### src/pmp_cfg.svh
`ifndef PMP_CFG_SVH
`define PMP_CFG_SVH

// csr data width of rv32.
`define PMP_XLEN 32

// number of protection entries.
`define PMP_ENTRIES 16

// physical address width; the stored address keeps two bits less.
`define PMP_PADDR_LEN 32

// first configuration csr and first address csr.
`define PMP_CFG_BASE 12'h3A0
`define PMP_ADDR_BASE 12'h3B0

// field positions inside one configuration byte.
`define PMP_CFG_R_BIT 0
`define PMP_CFG_W_BIT 1
`define PMP_CFG_X_BIT 2
`define PMP_CFG_A_LSB 3
`define PMP_CFG_L_BIT 7

// address mode codes.
`define PMP_MODE_OFF 2'd0
`define PMP_MODE_TOR 2'd1
`define PMP_MODE_NAPOT 2'd3

`endif

### src/logic/pmp_pkg.sv
`include "pmp_cfg.svh"

package pmp_pkg;

    // one csr data word.
    typedef logic [`PMP_XLEN-1:0] xlen_t;

    // csr address.
    typedef logic [11:0] csr_addr_t;

    // configuration byte of one entry.
    typedef logic [7:0] pmp_cfg_t;

    // address-mode field.
    typedef logic [1:0] pmp_mode_t;

    // entry index.
    typedef logic [3:0] pmp_idx_t;

    // set bits go in first, then clear bits come out.
    function automatic xlen_t csr_merge(
        input xlen_t old_val,
        input xlen_t set_mask,
        input xlen_t clr_mask
    );
        xlen_t merged;
        merged = (old_val | set_mask) & ~clr_mask;
        return merged;
    endfunction

endpackage

### src/logic/pmp_cfg_regs.sv
`timescale 1ns/1ps

`include "pmp_cfg.svh"

module pmp_cfg_regs
    import pmp_pkg::*;
(
    input  logic      clk,
    input  logic      rstn,
    input  logic      csr_wr,
    input  csr_addr_t csr_waddr,
    input  xlen_t     csr_sdata,
    input  xlen_t     csr_cdata,
    output pmp_cfg_t  pmpcfg [`PMP_ENTRIES]
);

    logic       cfg_hit;
    logic [1:0] grp;
    pmp_idx_t   entry_idx [4];
    xlen_t      old_word;
    xlen_t      new_word;
    pmp_cfg_t   raw_byte [4];
    pmp_cfg_t   new_byte [4];

    // pmpcfg0..3 share the upper ten address bits.
    assign cfg_hit = csr_wr && (csr_waddr[11:2] == 10'(`PMP_CFG_BASE >> 2));
    assign grp     = csr_waddr[1:0];

    always_comb begin
        for (int j = 0; j < 4; j++) begin
            entry_idx[j]       = {grp, 2'(j)};
            old_word[j*8 +: 8] = pmpcfg[entry_idx[j]];
        end
        new_word = csr_merge(old_word, csr_sdata, csr_cdata);
        for (int j = 0; j < 4; j++) begin
            raw_byte[j] = new_word[j*8 +: 8];
            // reserved bits stay zero.
            new_byte[j] = '0;
            new_byte[j][`PMP_CFG_R_BIT] = raw_byte[j][`PMP_CFG_R_BIT];
            // w without r is not a legal combination.
            new_byte[j][`PMP_CFG_W_BIT] = raw_byte[j][`PMP_CFG_W_BIT] &
                                          raw_byte[j][`PMP_CFG_R_BIT];
            new_byte[j][`PMP_CFG_X_BIT] = raw_byte[j][`PMP_CFG_X_BIT];
            new_byte[j][`PMP_CFG_A_LSB +: 2] = raw_byte[j][`PMP_CFG_A_LSB +: 2];
            new_byte[j][`PMP_CFG_L_BIT] = raw_byte[j][`PMP_CFG_L_BIT];
        end
    end

    always_ff @(posedge clk or negedge rstn) begin
        if (!rstn) begin
            for (int i = 0; i < `PMP_ENTRIES; i++) begin
                pmpcfg[i] <= '0;
            end
        end else if (cfg_hit) begin
            for (int j = 0; j < 4; j++) begin
                // a locked byte holds until reset.
                if (!pmpcfg[entry_idx[j]][`PMP_CFG_L_BIT]) begin
                    pmpcfg[entry_idx[j]] <= new_byte[j];
                end
            end
        end
    end

endmodule

### src/logic/pmp_addr_regs.sv
`timescale 1ns/1ps

`include "pmp_cfg.svh"

module pmp_addr_regs
    import pmp_pkg::*;
(
    input  logic      clk,
    input  logic      rstn,
    input  logic      csr_wr,
    input  csr_addr_t csr_waddr,
    input  xlen_t     csr_sdata,
    input  xlen_t     csr_cdata,
    input  pmp_cfg_t  pmpcfg  [`PMP_ENTRIES],
    output xlen_t     pmpaddr [`PMP_ENTRIES]
);

    logic                    addr_hit;
    pmp_idx_t                widx;
    xlen_t                   merged;
    xlen_t                   new_addr;
    pmp_mode_t               next_mode [`PMP_ENTRIES-1];
    logic [`PMP_ENTRIES-1:0] frozen;

    // pmpaddr0..15 share the upper eight address bits.
    assign addr_hit = csr_wr && (csr_waddr[11:4] == 8'(`PMP_ADDR_BASE >> 4));
    assign widx     = csr_waddr[3:0];
    assign merged   = csr_merge(pmpaddr[widx], csr_sdata, csr_cdata);

    // keep only the bits a 32-bit physical address needs.
    assign new_addr = {{(`PMP_XLEN - `PMP_PADDR_LEN + 2){1'b0}},
                       merged[`PMP_PADDR_LEN-3:0]};

    always_comb begin
        for (int i = 0; i < `PMP_ENTRIES - 1; i++) begin
            next_mode[i] = pmpcfg[i+1][`PMP_CFG_A_LSB +: 2];
            // a locked tor entry above also pins this address.
            frozen[i] = pmpcfg[i][`PMP_CFG_L_BIT] ||
                        (pmpcfg[i+1][`PMP_CFG_L_BIT] && next_mode[i] == `PMP_MODE_TOR);
        end
        frozen[`PMP_ENTRIES-1] = pmpcfg[`PMP_ENTRIES-1][`PMP_CFG_L_BIT];
    end

    always_ff @(posedge clk or negedge rstn) begin
        if (!rstn) begin
            for (int i = 0; i < `PMP_ENTRIES; i++) begin
                pmpaddr[i] <= '0;
            end
        end else if (addr_hit && !frozen[widx]) begin
            pmpaddr[widx] <= new_addr;
        end
    end

endmodule

### src/logic/pmp_csr_read.sv
`timescale 1ns/1ps

`include "pmp_cfg.svh"

module pmp_csr_read
    import pmp_pkg::*;
(
    input  csr_addr_t csr_raddr,
    input  pmp_cfg_t  pmpcfg  [`PMP_ENTRIES],
    input  xlen_t     pmpaddr [`PMP_ENTRIES],
    output xlen_t     csr_rdata
);

    logic      cfg_sel;
    logic      addr_sel;
    pmp_idx_t  rd_idx;
    pmp_mode_t rd_mode;
    xlen_t     rd_addr;
    xlen_t     trail_ones;

    assign cfg_sel  = csr_raddr[11:2] == 10'(`PMP_CFG_BASE >> 2);
    assign addr_sel = csr_raddr[11:4] == 8'(`PMP_ADDR_BASE >> 4);
    assign rd_idx   = csr_raddr[3:0];
    assign rd_mode  = pmpcfg[rd_idx][`PMP_CFG_A_LSB +: 2];
    assign rd_addr  = pmpaddr[rd_idx];

    // ones below the lowest zero bit.
    assign trail_ones = rd_addr & ~(rd_addr + xlen_t'(1));

    always_comb begin
        csr_rdata = '0;
        if (cfg_sel) begin
            // lowest entry sits in the low byte.
            for (int j = 0; j < 4; j++) begin
                csr_rdata[j*8 +: 8] = pmpcfg[{csr_raddr[1:0], 2'(j)}];
            end
        end else if (addr_sel) begin
            if (rd_mode[1]) begin
                csr_rdata = rd_addr;
            end else begin
                // off and tor hide the napot size bits.
                csr_rdata = rd_addr & ~trail_ones;
            end
        end
    end

endmodule

### src/logic/pmp_csr.sv
`timescale 1ns/1ps

`include "pmp_cfg.svh"

module pmp_csr
    import pmp_pkg::*;
(
    input  logic      clk,
    input  logic      rstn,
    input  logic      csr_wr,
    input  csr_addr_t csr_waddr,
    input  csr_addr_t csr_raddr,
    input  xlen_t     csr_sdata,
    input  xlen_t     csr_cdata,
    output xlen_t     csr_rdata,
    output pmp_cfg_t  pmpcfg  [`PMP_ENTRIES],
    output xlen_t     pmpaddr [`PMP_ENTRIES]
);

    // configuration bytes also feed the address locks.
    pmp_cfg_regs u_cfg_regs (
        .clk       (clk),
        .rstn      (rstn),
        .csr_wr    (csr_wr),
        .csr_waddr (csr_waddr),
        .csr_sdata (csr_sdata),
        .csr_cdata (csr_cdata),
        .pmpcfg    (pmpcfg)
    );

    pmp_addr_regs u_addr_regs (
        .clk       (clk),
        .rstn      (rstn),
        .csr_wr    (csr_wr),
        .csr_waddr (csr_waddr),
        .csr_sdata (csr_sdata),
        .csr_cdata (csr_cdata),
        .pmpcfg    (pmpcfg),
        .pmpaddr   (pmpaddr)
    );

    // read path has no register stage.
    pmp_csr_read u_csr_read (
        .csr_raddr (csr_raddr),
        .pmpcfg    (pmpcfg),
        .pmpaddr   (pmpaddr),
        .csr_rdata (csr_rdata)
    );

endmodule

### config.mk
export PLATFORM = sky130hd
export DESIGN_NAME = pmp_csr
export DESIGN_NICKNAME = d
export VERILOG_FILES = /design/src/logic/pmp_pkg.sv /design/src/logic/pmp_cfg_regs.sv /design/src/logic/pmp_addr_regs.sv /design/src/logic/pmp_csr_read.sv /design/src/logic/pmp_csr.sv
export VERILOG_INCLUDE_DIRS = /design/src
export SDC_FILE = /design/constraint.sdc
export NUM_CORES = 1
export LEC_CHECK = 0
export BUFFER_PORTS_ARGS = -buffer_cell sky130_fd_sc_hd__buf_2
export CAP_MARGIN = 20
export CELL_PAD_IN_SITES_DETAIL_PLACEMENT = 1
export CELL_PAD_IN_SITES_GLOBAL_PLACEMENT = 1
export CORE_AREA = 10 10 286 288
export DETAILED_ROUTE_END_ITERATION = 10
export DIE_AREA = 0 0 296 298
export GPL_TIMING_DRIVEN = 1
export PLACE_DENSITY_LB_ADDON = 0.15
export SYNTH_ARGS = -nofsm -noshare
export SYNTH_HDL_FRONTEND = slang
export SYNTH_SLANG_ARGS = --single-unit
### constraint.sdc
create_clock -name clk -period 4.8 [get_ports clk]
set_input_delay 0.48 -clock clk [delete_from_list [all_inputs] [get_ports clk]]
set_output_delay 0.48 -clock clk [all_outputs]
set_load 0.01 [all_outputs]
==> out/metrics.cfg <==
[final_layout]
stdcell_count=3878
layout-drive-gt1-share_pct=60.2
syn2layout_area_growth_pct=20.4
fillCellCount=7689
finalNetCount=2946
multi_input_comb_area_um2=16500
seq_area_um2=14400

[drt]
drc=0
wl_per_cell_um=37.2
viasPerCell=6.30
antenna_left=0
drtIter0Drc=1908
firstDrtPassIters=6
wirelength_mm=144
vias=24400

[setup_path]
path_max_fanout=5
crit_arrival_ps=4110
end_kind=output port
cpMaxStageDelayCell=or4b_1
cpPeakStageDelay_ps=580
worstSetupPathType=flop to output port
worstSetupStartpointType=flop
critPathRequiredTime_ps=4320
crit_chain=mux4_2 > a21o_1 > a21oi_1 > o2111ai_2 > nor4b_4 > nand3_2 > or4b_1 > a32o_1 > buf_2

[floorplan]
die_area_um2=88200
start_util_pct=42.5
die_h_um=298
ioPinCount=763
rows=101
core_area_um2=75700
die_w_um=296

[sta]
setup_viol=0
fin_crit_sh_pct=95.6
finalSetupTns_ps=0
fmax_ghz=0.218
finClkSkew_ps=27.0
hold_viol=0
min_period_ps=4590
maxSlewViolCount=0
tightest_slew_ps=1100
rsz0062_at_grt=no
slew_headroom_pct=26.7

[synthesis]
synth_cell_type_count=68
netlist_instances=2194
synthFlopType=dfrtp_1
syn_area_um2=32100
yosysWarningCount=0
avgSynthCellArea_um2=14.6
synth_top_area_share_pct=44.8
synth_area_leaders=dfrtp_1, mux2_2, mux4_2
synth_common_cells=dfrtp_1, mux2_2, mux4_2
synth.ff_latch_count=576
yosysMostFrequentCell=dfrtp_1
synthArstFlopShare_pct=100
synth_enable_flop_cells=0
synth_top_cell_by_area=dfrtp_1
seq_area_frac_synth_pct=44.8

[place]
dpl.hpwl_mm=106
place_congestion=0.913
place_inst=3761
port_buffers=695

[power_and_ir_drop]
leakagePower_nw=20.0
power.density_nw_per_um2=278
ir_drop_mv=0.330

[global_route]
met3_usage_pct=9.17
grt_util_met2_pct=52.8
grt_overflow_total=0
antenna_found_initial=6
grt_pass1_vias=26100
grt_first_pass_wirelength_mm=203
gr-usage-met1_pct=39.4
grt_use_total_pct=31.9
grt_max_degree=121
grt_busiest_layer=met2

[clocking]
cts_hold_buf=1
h-tree-depth=3
cts-root-buf=clkbuf_16
path_clk_slew_ps=60
cts.sinks=576
cts_tree=built
clock_path_buffers=3
cts_buffers=69
clock_latency_ps=620
post_cts_buffers=0
ctsResizeCount=0

[run]
maxCapViolations=0

[hold_path]
min_path_type=primary input to flop

[run_status]
status=finished, final reports clean

==> power by group <==
part	internal [mW]	switching, mW	leakage [nW]	total [mW]
clock network	2.99	2.13	1.05	5.12
registers	4.87	0.0126	8.03	4.88
logic	0.233	0.545	10.9	0.778
total	8.09	2.69	20.0	10.8
==> metrics by stage <==
| stage | power, mW | hold WS, ps | setup slack, ps | util (%) | cell area, µm² |
|---|---|---|---|---|---|
| floorplan | 5.42 | 184 | 1350 | - | 32400 |
| global placement | 5.72 | 525 | 315 | 48.2 | 36500 |
| detailed placement | 5.74 | 537 | 327 | 48.2 | 36500 |
| CTS | 10.9 | 253 | 296 | 51.1 | 38700 |
| global route | 11.1 | 294 | 126 | 51.1 | 38700 |
| finish | 10.8 | 300 | 212 | 51.1 | 38700 |
==> final cells by class <==
type	instances	area share (%)
multi-input cells	1413	42.8
flip-flops and latches	576	37.3
repair buffers	778	11.1
clock buffers	97	5.05
well taps	978	3.16
clock inverters	16	0.505
inverters	17	0.165
diodes	3	0.0194
==> cell families (layout without fill, tap and decap cells) <==
group	after synthesis	count (layout)	synth area share [%]
other	1	68	0.0117
DFF	576	576	44.8
and+or+nand+nor	280	280	4.15
muxes	920	920	42.9
buffers and inverters	269	908	4.67
AOI/OAI and AO/OA	148	148	3.37
==> critical path, delay by kind of cell (launching register included) <==
family                 cells  cell delay (ps)
AOI/OAI and AO/OA          4              940
buffers and inverters      1              180
DFF                        1              460
muxes                      1              490
and+or+nand+nor            3             1430
==> layout by cell type, fill, tap and decap left out, types with 5 or more instances in the layout <==
cell type    n
buf_2      688
nor2b_1      5
buf_12      11
buf_4       73
mux2i_1     53
a21oi_1     14
or2_2        9
mux4_2     273
a221oi_1    14
nand2b_1     7
clkbuf_16   69
dfrtp_1    576
o22ai_1      8
a21o_1       7
o21ai_0     31
nor4_1       5
nor3_1       7
a32o_1      14
mux4_1      29
nand4_1      5
a31oi_1      9
and2_1       6
clkbuf_8    13
or3_1        7
nor2_1     123
inv_1       16
clkinv_2     6
nand3_1      9
conb_1      65
clkbuf_1    16
and3_1       9
nand2_1     58
mux2_2     563
a22oi_1      7
o21bai_1    17
==> final timing paths <==
check	from	to	slack (ps)	cells past startpoint
hold / removal	csr_cdata[28]	u_cfg_regs.pmpcfg[68]	300	4
hold reg to reg	u_addr_regs.pmpaddr[50]	u_addr_regs.pmpaddr[50]	550	1
setup / recovery	u_cfg_regs.pmpcfg[92]	csr_rdata[24]	210	9
max in group asynchronous	rstn	u_addr_regs.pmpaddr[206]	3010	3
setup reg to reg	u_cfg_regs.pmpcfg[103]	u_addr_regs.pmpaddr[410]	940	7
min in group asynchronous	rstn	u_addr_regs.pmpaddr[256]	510	2
==> registers in the layout (all words and copies together) (netlist names) <==
| signal | count |
|---|---|
| u_cfg_regs.pmpcfg | 96 |
| u_addr_regs.pmpaddr | 480 |
==> routing by layer <==
layer | wire [µm] | share of wire, %
met5 | 0 | 0
met2 | 70400 | 49
met4 | 5750 | 4.0
met1 | 55300 | 38
met3 | 12700 | 8.8
Power figures use the tool's default switching activity.
